**src/hw/alu_pkg.sv**
```systemverilog
// ######################################################################
// alu package: widths, vector types, op and state enums, flag
// bit positions and width helper functions
// ######################################################################

package alu_pkg;

    localparam int DATA_W  = 32;
    localparam int WIDTH_W = 3;
    localparam int FLAGS_W = 8;
    localparam int FLAG6_W = 6;
    localparam int SHCNT_W = 5;
    localparam int OP_W    = 6;

    // index into the one-hot width code
    localparam int W_BYTE = 0;
    localparam int W_WORD = 1;
    localparam int W_LONG = 2;

    // flag byte is S Z 0 H 0 V N C
    localparam int FLAG_S = 7;
    localparam int FLAG_Z = 6;
    localparam int FLAG_H = 4;
    localparam int FLAG_V = 2;
    localparam int FLAG_N = 1;
    localparam int FLAG_C = 0;

    typedef logic [DATA_W-1:0]  data_t;
    typedef logic [WIDTH_W-1:0] width_t;
    typedef logic [FLAGS_W-1:0] flags_t;
    typedef logic [FLAG6_W-1:0] flag6_t;   // S Z H V N C
    typedef logic [SHCNT_W-1:0] shcnt_t;   // 1 to 16

    typedef enum logic [OP_W-1:0] {
        ALU_ADD  = 6'd0,
        ALU_ADC  = 6'd1,
        ALU_SUB  = 6'd2,
        ALU_SBC  = 6'd3,
        ALU_CP   = 6'd4,
        ALU_AND  = 6'd5,
        ALU_OR   = 6'd6,
        ALU_XOR  = 6'd7,
        ALU_BIT  = 6'd8,
        ALU_SET  = 6'd9,
        ALU_RES  = 6'd10,
        ALU_CHG  = 6'd11,
        ALU_SCF  = 6'd12,
        ALU_RCF  = 6'd13,
        ALU_CCF  = 6'd14,
        ALU_ZCF  = 6'd15,
        ALU_EXFF = 6'd16,
        ALU_RLC  = 6'd17,
        ALU_RRC  = 6'd18,
        ALU_RL   = 6'd19,
        ALU_RR   = 6'd20,
        ALU_SLA  = 6'd21,
        ALU_SRA  = 6'd22,
        ALU_SLL  = 6'd23,
        ALU_SRL  = 6'd24
    } alu_op_t;

    typedef enum logic {
        SH_IDLE,
        SH_RUN
    } shift_state_t;

    // top bit at the current width
    function automatic logic width_sign(width_t w, data_t d);
        if (w[W_BYTE])
            return d[7];
        else if (w[W_WORD])
            return d[15];
        return d[31];
    endfunction

    function automatic logic width_zero(width_t w, data_t d);
        if (w[W_BYTE])
            return d[7:0] == 8'd0;
        else if (w[W_WORD])
            return d[15:0] == 16'd0;
        return d == '0;
    endfunction

    // even parity, never wider than 16 bits
    function automatic logic width_even(width_t w, data_t d);
        if (w[W_BYTE])
            return ~^d[7:0];
        return ~^d[15:0];
    endfunction

endpackage

```
**src/hw/alu_arith.sv**
```systemverilog
// ######################################################################
// add and subtract with carry, nibble chained for half carry
// ######################################################################

module alu_arith import alu_pkg::*; (
    input  alu_op_t op_sel,
    input  width_t  w,
    input  data_t   op_a,
    input  data_t   op_b,
    input  logic    carry,
    output data_t   sum,
    output flags_t  arith_flags
);

    logic  sub_op;
    logic  use_c;
    logic  cin;
    data_t b_eff;
    logic  c4;
    logic  c8;
    logic  c16;
    logic  c32;
    logic  wc;
    logic  sa;
    logic  sb;
    logic  sr;

    assign sub_op = op_sel inside {ALU_SUB, ALU_SBC, ALU_CP};
    assign use_c  = op_sel inside {ALU_ADC, ALU_SBC};

    // a - b - borrow done as a + ~b + ~borrow
    assign b_eff = sub_op ? ~op_b : op_b;
    assign cin   = (use_c & carry) ^ sub_op;

    assign {c4, sum[3:0]}    = {1'b0, op_a[3:0]} + {1'b0, b_eff[3:0]} + {4'd0, cin};
    assign {c8, sum[7:4]}    = {1'b0, op_a[7:4]} + {1'b0, b_eff[7:4]} + {4'd0, c4};
    assign {c16, sum[15:8]}  = {1'b0, op_a[15:8]} + {1'b0, b_eff[15:8]} + {8'd0, c8};
    assign {c32, sum[31:16]} = {1'b0, op_a[31:16]} + {1'b0, b_eff[31:16]} + {16'd0, c16};

    assign wc = w[W_LONG] ? c32 :
                w[W_WORD] ? c16 : c8;

    // overflow when both inputs agree in sign and the result does not
    assign sa = width_sign(w, op_a);
    assign sb = width_sign(w, b_eff);
    assign sr = width_sign(w, sum);

    always_comb begin
        arith_flags         = '0;
        arith_flags[FLAG_S] = sr;
        arith_flags[FLAG_Z] = width_zero(w, sum);
        arith_flags[FLAG_H] = c4 ^ sub_op;   // borrow out of bit 3 on subtract
        arith_flags[FLAG_V] = (sa == sb) && (sr != sa);
        arith_flags[FLAG_N] = sub_op;
        arith_flags[FLAG_C] = wc ^ sub_op;
    end

endmodule

```
**src/hw/alu_flag_reg.sv**
```systemverilog
// ######################################################################
// result mux, dout and flag registers, shadow flags, write strobe
// ######################################################################

module alu_flag_reg import alu_pkg::*; (
    input  logic    clk,
    input  logic    rst,
    input  alu_op_t op_sel,
    input  width_t  w,
    input  logic    busy,
    input  data_t   sum,
    input  flags_t  arith_flags,
    input  data_t   logic_out,
    input  flags_t  logic_flags,
    input  logic    bit_z,
    input  logic    done,
    input  width_t  sh_w,
    input  data_t   sh_out,
    input  logic    sh_c,
    output data_t   dout,
    output flags_t  flags,
    output logic    carry,
    output logic    start,
    output width_t  alu_we
);

    flags_t f;
    flag6_t shadow;
    data_t  dout_nx;
    flags_t f_nx;
    flag6_t shadow_nx;
    logic   is_shift;
    logic   issue;

    assign is_shift = op_sel inside {ALU_RLC, ALU_RRC, ALU_RL, ALU_RR,
                                     ALU_SLA, ALU_SRA, ALU_SLL, ALU_SRL};
    assign start = (w != '0) && !busy && is_shift;
    assign issue = (w != '0) && !busy && !is_shift;   // single-cycle ops

    assign flags = f;
    assign carry = f[FLAG_C];

    always_comb begin
        dout_nx   = dout;
        f_nx      = f;
        shadow_nx = shadow;
        if (done) begin
            dout_nx      = sh_out;
            f_nx         = '0;   // H and N cleared
            f_nx[FLAG_S] = width_sign(sh_w, sh_out);
            f_nx[FLAG_Z] = width_zero(sh_w, sh_out);
            f_nx[FLAG_V] = width_even(sh_w, sh_out);
            f_nx[FLAG_C] = sh_c;
        end else if (issue) begin
            case (op_sel)
                ALU_ADD, ALU_ADC, ALU_SUB, ALU_SBC, ALU_CP: begin
                    dout_nx = sum;
                    f_nx    = arith_flags;
                end
                ALU_AND, ALU_OR, ALU_XOR: begin
                    dout_nx = logic_out;
                    f_nx    = logic_flags;
                end
                ALU_SET, ALU_RES, ALU_CHG: begin
                    dout_nx = logic_out;
                end
                ALU_BIT: begin
                    f_nx[FLAG_Z] = bit_z;
                    f_nx[FLAG_H] = 1'b1;
                    f_nx[FLAG_N] = 1'b0;
                end
                ALU_SCF, ALU_RCF: begin
                    f_nx[FLAG_C] = op_sel == ALU_SCF;
                    f_nx[FLAG_H] = 1'b0;
                    f_nx[FLAG_N] = 1'b0;
                end
                ALU_CCF: begin
                    f_nx[FLAG_C] = ~f[FLAG_C];
                    f_nx[FLAG_N] = 1'b0;
                end
                ALU_ZCF: begin
                    f_nx[FLAG_C] = ~f[FLAG_Z];
                    f_nx[FLAG_N] = 1'b0;
                end
                ALU_EXFF: begin
                    shadow_nx = {f[FLAG_S], f[FLAG_Z], f[FLAG_H],
                                 f[FLAG_V], f[FLAG_N], f[FLAG_C]};
                    f_nx      = '0;
                    {f_nx[FLAG_S], f_nx[FLAG_Z], f_nx[FLAG_H],
                     f_nx[FLAG_V], f_nx[FLAG_N], f_nx[FLAG_C]} = shadow;
                end
                default: ;
            endcase
        end
    end

    always_ff @(posedge clk or posedge rst) begin
        if (rst) begin
            dout   <= '0;
            f      <= '0;
            shadow <= '0;
            alu_we <= '0;
        end else begin
            dout   <= dout_nx;
            f      <= f_nx;
            shadow <= shadow_nx;
            alu_we <= issue ? w : done ? sh_w : '0;   // one pulse per op
        end
    end

    a_flag_gaps: assert property (@(posedge clk) disable iff (rst) !flags[5] && !flags[3])
        else $error("unused flag bit set");
    a_w_onehot: assert property (@(posedge clk) disable iff (rst) $onehot0(w))
        else $error("width code not one-hot");

endmodule

```
**src/hw/alu_logic.sv**
```systemverilog
// ######################################################################
// logic operations and register bit operations
// ######################################################################

module alu_logic import alu_pkg::*; (
    input  alu_op_t op_sel,
    input  width_t  w,
    input  data_t   op_a,
    input  data_t   op_b,
    output data_t   logic_out,
    output flags_t  logic_flags,
    output logic    bit_z
);

    data_t bit_mask;

    // only bits 0 to 15 can be addressed
    assign bit_mask = data_t'(1) << op_b[3:0];
    assign bit_z    = ~|(op_a & bit_mask);

    always_comb begin
        case (op_sel)
            ALU_AND: begin
                logic_out = op_a & op_b;
            end
            ALU_OR: begin
                logic_out = op_a | op_b;
            end
            ALU_XOR: begin
                logic_out = op_a ^ op_b;
            end
            ALU_SET: begin
                logic_out = op_a | bit_mask;
            end
            ALU_RES: begin
                logic_out = op_a & ~bit_mask;
            end
            ALU_CHG: begin
                logic_out = op_a ^ bit_mask;
            end
            default: begin
                logic_out = op_a;
            end
        endcase
    end

    // flags for AND, OR and XOR
    always_comb begin
        logic_flags         = '0;
        logic_flags[FLAG_S] = width_sign(w, logic_out);
        logic_flags[FLAG_Z] = width_zero(w, logic_out);
        logic_flags[FLAG_H] = op_sel == ALU_AND;
        logic_flags[FLAG_V] = width_even(w, logic_out);   // parity in V
    end

endmodule

```
**src/hw/alu_shifter.sv**
```systemverilog
// ######################################################################
// multi-cycle shift and rotate engine, one bit per clock
// ######################################################################

module alu_shifter import alu_pkg::*; (
    input  logic    clk,
    input  logic    rst,
    input  logic    start,
    input  alu_op_t op_sel,
    input  width_t  w,
    input  data_t   op_a,
    input  data_t   op_b,
    input  logic    carry,
    output logic    busy,
    output logic    done,
    output width_t  sh_w,
    output data_t   sh_out,
    output logic    sh_c
);

    shift_state_t state;
    shcnt_t       cnt;       // steps still to go while running
    shcnt_t       n_steps;
    data_t        work;
    logic         work_c;
    alu_op_t      cap_op;
    width_t       cap_w;

    alu_op_t      cur_op;
    width_t       cur_w;
    data_t        cur;
    logic         cur_c;
    logic         top;
    logic         left;
    logic         feed;
    data_t        step;
    logic         step_c;

    assign busy    = state == SH_RUN;
    assign n_steps = {op_b[3:0] == 4'd0, op_b[3:0]};   // 0 means 16

    // the issue cycle steps straight from the inputs
    assign cur_op = busy ? cap_op : op_sel;
    assign cur_w  = busy ? cap_w : w;
    assign cur    = busy ? work : op_a;
    assign cur_c  = busy ? work_c : carry;

    assign top  = width_sign(cur_w, cur);
    assign left = cur_op inside {ALU_RLC, ALU_RL, ALU_SLA, ALU_SLL};

    always_comb begin
        case (cur_op)
            ALU_RLC:        feed = top;
            ALU_RRC:        feed = cur[0];
            ALU_RL, ALU_RR: feed = cur_c;
            ALU_SRA:        feed = top;     // sign copy
            default:        feed = 1'b0;
        endcase
    end

    always_comb begin
        step = cur;   // bits above the width stay as they were
        if (cur_w[W_BYTE]) begin
            step[7:0] = left ? {cur[6:0], feed} : {feed, cur[7:1]};
        end else if (cur_w[W_WORD]) begin
            step[15:0] = left ? {cur[14:0], feed} : {feed, cur[15:1]};
        end else begin
            step = left ? {cur[30:0], feed} : {feed, cur[31:1]};
        end
    end

    assign step_c = left ? top : cur[0];   // bit that leaves

    assign done   = (start && n_steps == 5'd1) || (busy && cnt == 5'd1);
    assign sh_w   = cur_w;
    assign sh_out = step;
    assign sh_c   = step_c;

    always_ff @(posedge clk or posedge rst) begin
        if (rst) begin
            state <= SH_IDLE;
            cnt   <= '0;
        end else begin
            case (state)
                SH_IDLE: begin
                    if (start && n_steps != 5'd1) begin
                        state <= SH_RUN;
                        cnt   <= n_steps - 5'd1;
                    end
                end
                SH_RUN: begin
                    cnt <= cnt - 5'd1;
                    if (cnt == 5'd1)
                        state <= SH_IDLE;
                end
                default: state <= SH_IDLE;
            endcase
        end
    end

    // working copy of the operand and running carry
    always_ff @(posedge clk) begin
        if (start) begin
            cap_op <= op_sel;
            cap_w  <= w;
        end
        if (start || busy) begin
            work   <= step;
            work_c <= step_c;
        end
    end

    a_cnt_range: assert property (@(posedge clk) disable iff (rst)
        busy |-> (cnt != 5'd0 && cnt < 5'd16))
        else $error("shift step count out of range");

endmodule

```
**src/hw/alu_top.sv**
```systemverilog
// ######################################################################
// alu top level, connects datapath, shifter and state registers
// ######################################################################

module alu_top import alu_pkg::*; (
    input  logic    clk,
    input  logic    rst,
    input  alu_op_t op_sel,
    input  width_t  w,
    input  data_t   op_a,
    input  data_t   op_b,
    output data_t   dout,
    output flags_t  flags,
    output logic    busy,
    output width_t  alu_we
);

    data_t  sum;
    flags_t arith_flags;
    data_t  logic_out;
    flags_t logic_flags;
    logic   bit_z;
    logic   carry;
    logic   start;
    logic   done;
    width_t sh_w;
    data_t  sh_out;
    logic   sh_c;

    alu_arith u_arith (
        .op_sel     (op_sel),
        .w          (w),
        .op_a       (op_a),
        .op_b       (op_b),
        .carry      (carry),
        .sum        (sum),
        .arith_flags(arith_flags)
    );

    alu_logic u_logic (
        .op_sel     (op_sel),
        .w          (w),
        .op_a       (op_a),
        .op_b       (op_b),
        .logic_out  (logic_out),
        .logic_flags(logic_flags),
        .bit_z      (bit_z)
    );

    alu_shifter u_shifter (
        .clk   (clk),
        .rst   (rst),
        .start (start),
        .op_sel(op_sel),
        .w     (w),
        .op_a  (op_a),
        .op_b  (op_b),
        .carry (carry),
        .busy  (busy),
        .done  (done),
        .sh_w  (sh_w),
        .sh_out(sh_out),
        .sh_c  (sh_c)
    );

    alu_flag_reg u_flag_reg (
        .clk        (clk),
        .rst        (rst),
        .op_sel     (op_sel),
        .w          (w),
        .busy       (busy),
        .sum        (sum),
        .arith_flags(arith_flags),
        .logic_out  (logic_out),
        .logic_flags(logic_flags),
        .bit_z      (bit_z),
        .done       (done),
        .sh_w       (sh_w),
        .sh_out     (sh_out),
        .sh_c       (sh_c),
        .dout       (dout),
        .flags      (flags),
        .carry      (carry),
        .start      (start),
        .alu_we     (alu_we)
    );

endmodule

```
**config.mk**
```make
export PLATFORM = sky130hd
export DESIGN_NAME = alu_top
export DESIGN_NICKNAME = d
export VERILOG_FILES = /design/src/hw/alu_pkg.sv /design/src/hw/alu_arith.sv /design/src/hw/alu_flag_reg.sv /design/src/hw/alu_logic.sv /design/src/hw/alu_shifter.sv /design/src/hw/alu_top.sv
export SDC_FILE = /design/constraint.sdc
export NUM_CORES = 1
export LEC_CHECK = 0
export ABC_AREA = 0
export ABC_CLOCK_PERIOD_IN_PS = 22700
export BUFFER_PORTS_ARGS = -buffer_cell sky130_fd_sc_hd__buf_2
export CAP_MARGIN = 10
export CORE_MARGIN = 3
export CORE_UTILIZATION = 50
export DETAILED_ROUTE_END_ITERATION = 10
export HOLD_SLACK_MARGIN = 0.1
export PLACE_DENSITY = 0.77
export SLEW_MARGIN = 10
export SYNTH_ARGS = -nofsm -noshare
export SYNTH_HDL_FRONTEND = slang
export SYNTH_SLANG_ARGS = --single-unit
```
**constraint.sdc**
```tcl
create_clock -name clk -period 22.7 [get_ports clk]
set_input_delay 1.135 -clock clk [delete_from_list [all_inputs] [get_ports clk]]
set_output_delay 1.135 -clock clk [all_outputs]
set_load 0.02 [all_outputs]
```
Word level (Yosys, flattened, before mapping). Cells that the tools add are included. Widths: inputs -> output; s select.

Bits in registers: 97. Input port bits: 75. Output and inout bits: 44.

Add/subtract/negate cells: 10. Eq/ne operators: 37. Shifts and indexed selects: 1. Muxes and demuxes: 75. Bitwise gates (word level): 17. Reduce and logical (&&, ||, !) cells: 57.

Operators with widths (count): $pmux 32 s6 (1); $mux 32 (5); $and 32x32->32 (3); $eq 6x5->1 const B (16); $logic_not 32->1 (3); $not 32->32 (2); $or 32x32->32 (2); $pmux 32 s2 (1); $xor 32x32->32 (2); $eq 6x4->1 const B (8); $logic_not 16->1 (3); $mux 16 (3); $mux 1 (46); $mux 8 (4); $reduce_or 32->1 (1); $reduce_xnor 16->1 (2); $shl 1x4->32 const A (1); $eq 6x3->1 const B (4); $logic_not 8->1 (3); $mux 24 (1); $add 16x16->17 (1); $add 17x1->17 (1); $reduce_xnor 8->1 (2); $reduce_and 2->1 (7); other kinds (44) (75).

Logic depth before layout (Yosys ltp).
Word-level depth: 15. Mapped depth: 37. Gate-level depth less buffers: 33.

Cells and area by module. A second synthesis with hierarchy kept.

Cell total of the unflattened synthesis: 1278. Area total of the unflattened synthesis: 10879.2 um^2.

Modules (own cells, without submodules): alu_flag_reg (instances 1, cells an instance 342, area an instance 3300.7 um^2, seq. area each 1226.2 um^2); alu_shifter (instances 1, cells an instance 254, area an instance 2986.6 um^2, seq. area each 1411.4 um^2); alu_logic (instances 1, cells an instance 397, area an instance 2517.4 um^2, seq. area each 0.0 um^2); alu_arith (instances 1, cells an instance 285, area an instance 2074.5 um^2, seq. area each 0.0 um^2).

Worst setup path before layout. No wires, ideal clock.

Path kind: input to register. Start point: input op_sel[2]. End point: register u_flag_reg.f[6], in the netlist u_flag_reg.flags[6]. Setup time: 67 ps. Arrival: 9195 ps. Required time: 22633 ps. Path slack: 13438 ps. Stages: 36. Path buffers: 3. Path through: buf_2 nor2b_1 nor2b_1 o21ai_1 clkbuf_1 clkbuf_1 xnor2_1 fa_1 fa_1 a21o_1 a21oi_1 fa_1 inv_1 fa_1 a21o_1 a21oi_1 fa_1 inv_1 fa_1 a21o_1 a21o_1 a21boi_0 o21bai_1 a21o_1 fa_1 inv_1 fa_1 nand2b_1 a21oi_1 o21ai_0 a2bb2oi_1 or3b_2 or4_1 or4_1 nor4_2 o221a_1.

Cells in the longest elaborated chain, start to end: 14. Elaborated cells between the ends (all ways): 86. Classes of those cells: add/sub (8); eq/ne (27); mux (23); bitwise (2); reduce/logical (26).

Ends and longest elaborated chain: start, declared (RTL line alu_top.sv:8) `input alu_op_t op_sel,`; branches (longest 14 deep; another with $add 17x1->17); end signal, assigned (RTL line alu_flag_reg.sv:105) `f <= f_nx;`; end, declared (RTL line alu_flag_reg.sv:27) `flags_t f;`.

Parallel ways; which one is timed is not known. The select of a mux whose other input is x is not followed. A chain may end at the register's enable or synchronous reset.

Worst setup path after layout.
Start point: input op_sel[0]. End point: register u_flag_reg.f[6], in the netlist u_flag_reg.flags[6].

The elaborated chain is that of the path after synthesis.

==> impl_metrics.env <==
export IMPL_clk_latency_ns=0.35
export IMPL_grt_pass1_wl_um=54600
export IMPL_yosys_most_used_dff="dfrtp_1"
export IMPL_worst_setup_path_start_kind="primary input"
export IMPL_setup_viol=0
export IMPL_reg2reg_to="u_flag_reg.flags[6]"
export IMPL_holdPathStages=2
export IMPL_io_pins=119
export IMPL_yosys_cell_types_count=85
export IMPL_yosys_warnings=0
export IMPL_hold_start="u_shifter.cap_w[2]"
export IMPL_fmax_ghz=0.104
export IMPL_drt_initial_drc_count=1492
export IMPL_drt_total_wl_um=35400
export IMPL_fp_dieArea_sq_um=22300
export IMPL_hold_buffers=0
export IMPL_post_cts_buffers=0
export IMPL_htreeDepth=3
export IMPL_cp_required_ns=22.99
export IMPL_ir_drop_v=0.0000524
export IMPL_synthToLayoutAreaGrowth_pct=9.71
export IMPL_min_period_ns=9.66
export IMPL_met2_usage_pct=46.0
export IMPL_async_flop_share_pct=55.8
export IMPL_cpMostUsedCell="fa_1"
export IMPL_holdPathEnd="u_flag_reg.alu_we[2]"
export IMPL_final_fill_count=1850
export IMPL_cts_sinks=95
export IMPL_synth_area_sq_um=10300
export IMPL_crit_fanout=36
export IMPL_rows=51
export IMPL_port_buffers=116
export IMPL_multi_input_area_sq_um=7180
export IMPL_power_mw=1.07
export IMPL_dp_final_hpwl_um=27000
export IMPL_maxSlewHeadroom_pct=25.5
export IMPL_worstPathArrival_ns=9.95
export IMPL_clock_path_buffers=2
export IMPL_r2r_start="u_flag_reg.flags[0]"
export IMPL_synth_edf_count=42
export IMPL_power_density_nw_per_um2=94.4
export IMPL_syn_area_per_cell_sq_um=8.14
export IMPL_groute_usage_overall_pct=31.0
export IMPL_viasPerCell=6.66
export IMPL_seq_area_sq_um=2590
export IMPL_slew_viol_final=0
export IMPL_ys_seq_area_share_pct=25.2
export IMPL_use_met3_pct=5.72
export IMPL_period_share_pct=42.6
export IMPL_ff2ff_setup_slack_ns=14.35
export IMPL_core_area_sq_um=19800
export IMPL_first_pass_iters=6
export IMPL_fin_tns_setup_ns=0
export IMPL_drv_cap=0
export IMPL_met1_usage_pct=46.2
export IMPL_layout_commonest_cell="nand2_1"
export IMPL_grt_setup_unrepaired="false"
export IMPL_top_usage_layer="met1"
export IMPL_clk_pin_slew_ns=0.07
export IMPL_cts_tree="yes"
export IMPL_die_height_um=149
export IMPL_grt_ovfl_total=0
export IMPL_final_cell_mix="nand2_1, buf_2, a21oi_1"
export IMPL_place_gp_congestion=0.985
export IMPL_antenna_found_initial=0
export IMPL_n_antenna_cell=0
export IMPL_p_leak_nw=4.87
export IMPL_vias=10600
export IMPL_endpoint_kind="register"
export IMPL_nets=1455
export IMPL_skew_ns=0.00987
export IMPL_crit_start="op_sel[0]"
export IMPL_critPathMaxStageDelay_ns=0.53
export IMPL_initial_core_util_pct=51.8
export IMPL_die_x_um=149
export IMPL_postCtsResizedCells=0
export IMPL_synth_cells=1264
export IMPL_synth_seq_cells=95
export IMPL_cpMaxStageDelayCell="buf_4"
export IMPL_final_hold_viol_count=0
export IMPL_path_class="in2reg"
export IMPL_grt_pass1_vias=9775
export IMPL_rr_worst_depth=33
export IMPL_grt_max_degree=54
export IMPL_ant_nets=0
export IMPL_hold_path_class="reg2reg"
export IMPL_status="complete, no violations"
export IMPL_drc=0
export IMPL_cts_buffers=9
export IMPL_wl_per_cell_um=22.2
export IMPL_cts_root_buffer="clkbuf_16"
export IMPL_final_layout_size_suffix_gt1_share_pct=14.7
export IMPL_worstMarginPinSlew_ns=1.11
## critical path: cells and delay by family
family	cells	cell delay, ns
AO/OA/AOI/OAI	14	2.63
XOR/XNOR	1	0.16
adder cells (fa/ha/maj)	8	2.90
buffers and inverters	5	1.28
AND/OR/NAND/NOR	6	1.82
## kinds of logic (layout without fill, tap and decap cells)
family	count (synthesis)	in the layout	synth area share (%)
XOR/XNOR	95	95	8.27
other	1	2	0.0365
buffers and inverters	137	198	5.43
AND/OR/NAND/NOR	371	371	17.7
multiplexers	74	74	7.89
flip-flops	95	95	25.2
adder cells (fa/ha/maj)	59	59	7.76
AO/OA/AOI/OAI	432	432	27.7
## state kept, by name, summed over array words and instances, names as in the netlist
| name | flops |
|---|---|
| u_flag_reg.alu_we | 3 |
| u_flag_reg.shadow | 6 |
| u_flag_reg.dout | 32 |
| u_flag_reg.flags | 6 |
| u_shifter.cap_w | 3 |
| u_shifter.work_c | 1 |
| u_shifter.busy | 1 |
| u_shifter.cnt | 5 |
| u_shifter.cap_op | 6 |
| u_shifter.work | 32 |
## per-layer routing
metal	vias up	wire, um
li1	4814	-
met1	4997	15100
met2	706	15200
met3	86	4130
met4	0	963
met5	-	0
## synthesized netlist by cell type (all sizes together), types with 18 or more instances
cell	number	area share, %
mux2i	53	5.2
o21bai	18	1.3
nor3	18	0.88
a221o	20	1.9
clkbuf	56	2.0
xor2	19	1.6
edfxtp	42	12
inv	47	1.7
ha	51	6.2
nand2	132	4.8
buf	34	1.7
a21oi	115	5.6
dfrtp	53	13
nor2	90	3.3
xnor2	76	6.7
nand3	26	1.3
o21ai	106	5.2
a22oi	23	1.7
## per-stage QoR
step	instances	setup WS (ns)	hold slack, ns	utilization [%]	cell area (sq um)
after global placement	1575	13.00	0.467	55.4	11000
after detailed placement	1575	12.74	0.481	55.4	11000
after global routing	1591	12.44	0.523	56.9	11300
after CTS	1591	13.09	0.496	56.9	11300
final	1591	13.04	0.492	56.9	11300
after floorplan	1265	13.44	0.455	-	10300
## area by class of cell
| cell class | count | area share, % |
|---|---|---|
| clock buffer | 9 | 2.00 |
| clock inverter | 7 | 0.554 |
| inverter | 47 | 1.56 |
| multi-input combinational | 1033 | 63.6 |
| sequential | 95 | 22.9 |
| tap | 265 | 2.94 |
| timing repair buffer | 135 | 6.41 |
## power by group
part / internal [mW] / switching (mW) / total (mW)
sequential: 0.271 / 0.0484 / 0.320
combinational: 0.233 / 0.364 / 0.597
clock: 0.0769 / 0.0711 / 0.148
total: 0.581 / 0.484 / 1.07
## how the worst max path moves through the flow
stage	depth (start not counted)	end	slack, ns
2_1_floorplan	36	u_flag_reg.flags[6]	13.44
3_3_place_gp	34	u_flag_reg.flags[6]	13.00
3_5_place_dp	34	u_flag_reg.flags[6]	12.74
4_1_cts	34	u_flag_reg.flags[6]	13.09
5_1_grt	34	u_flag_reg.flags[6]	12.44
6_report	34	u_flag_reg.flags[6]	13.04
(Power assumes the default switching activity.)
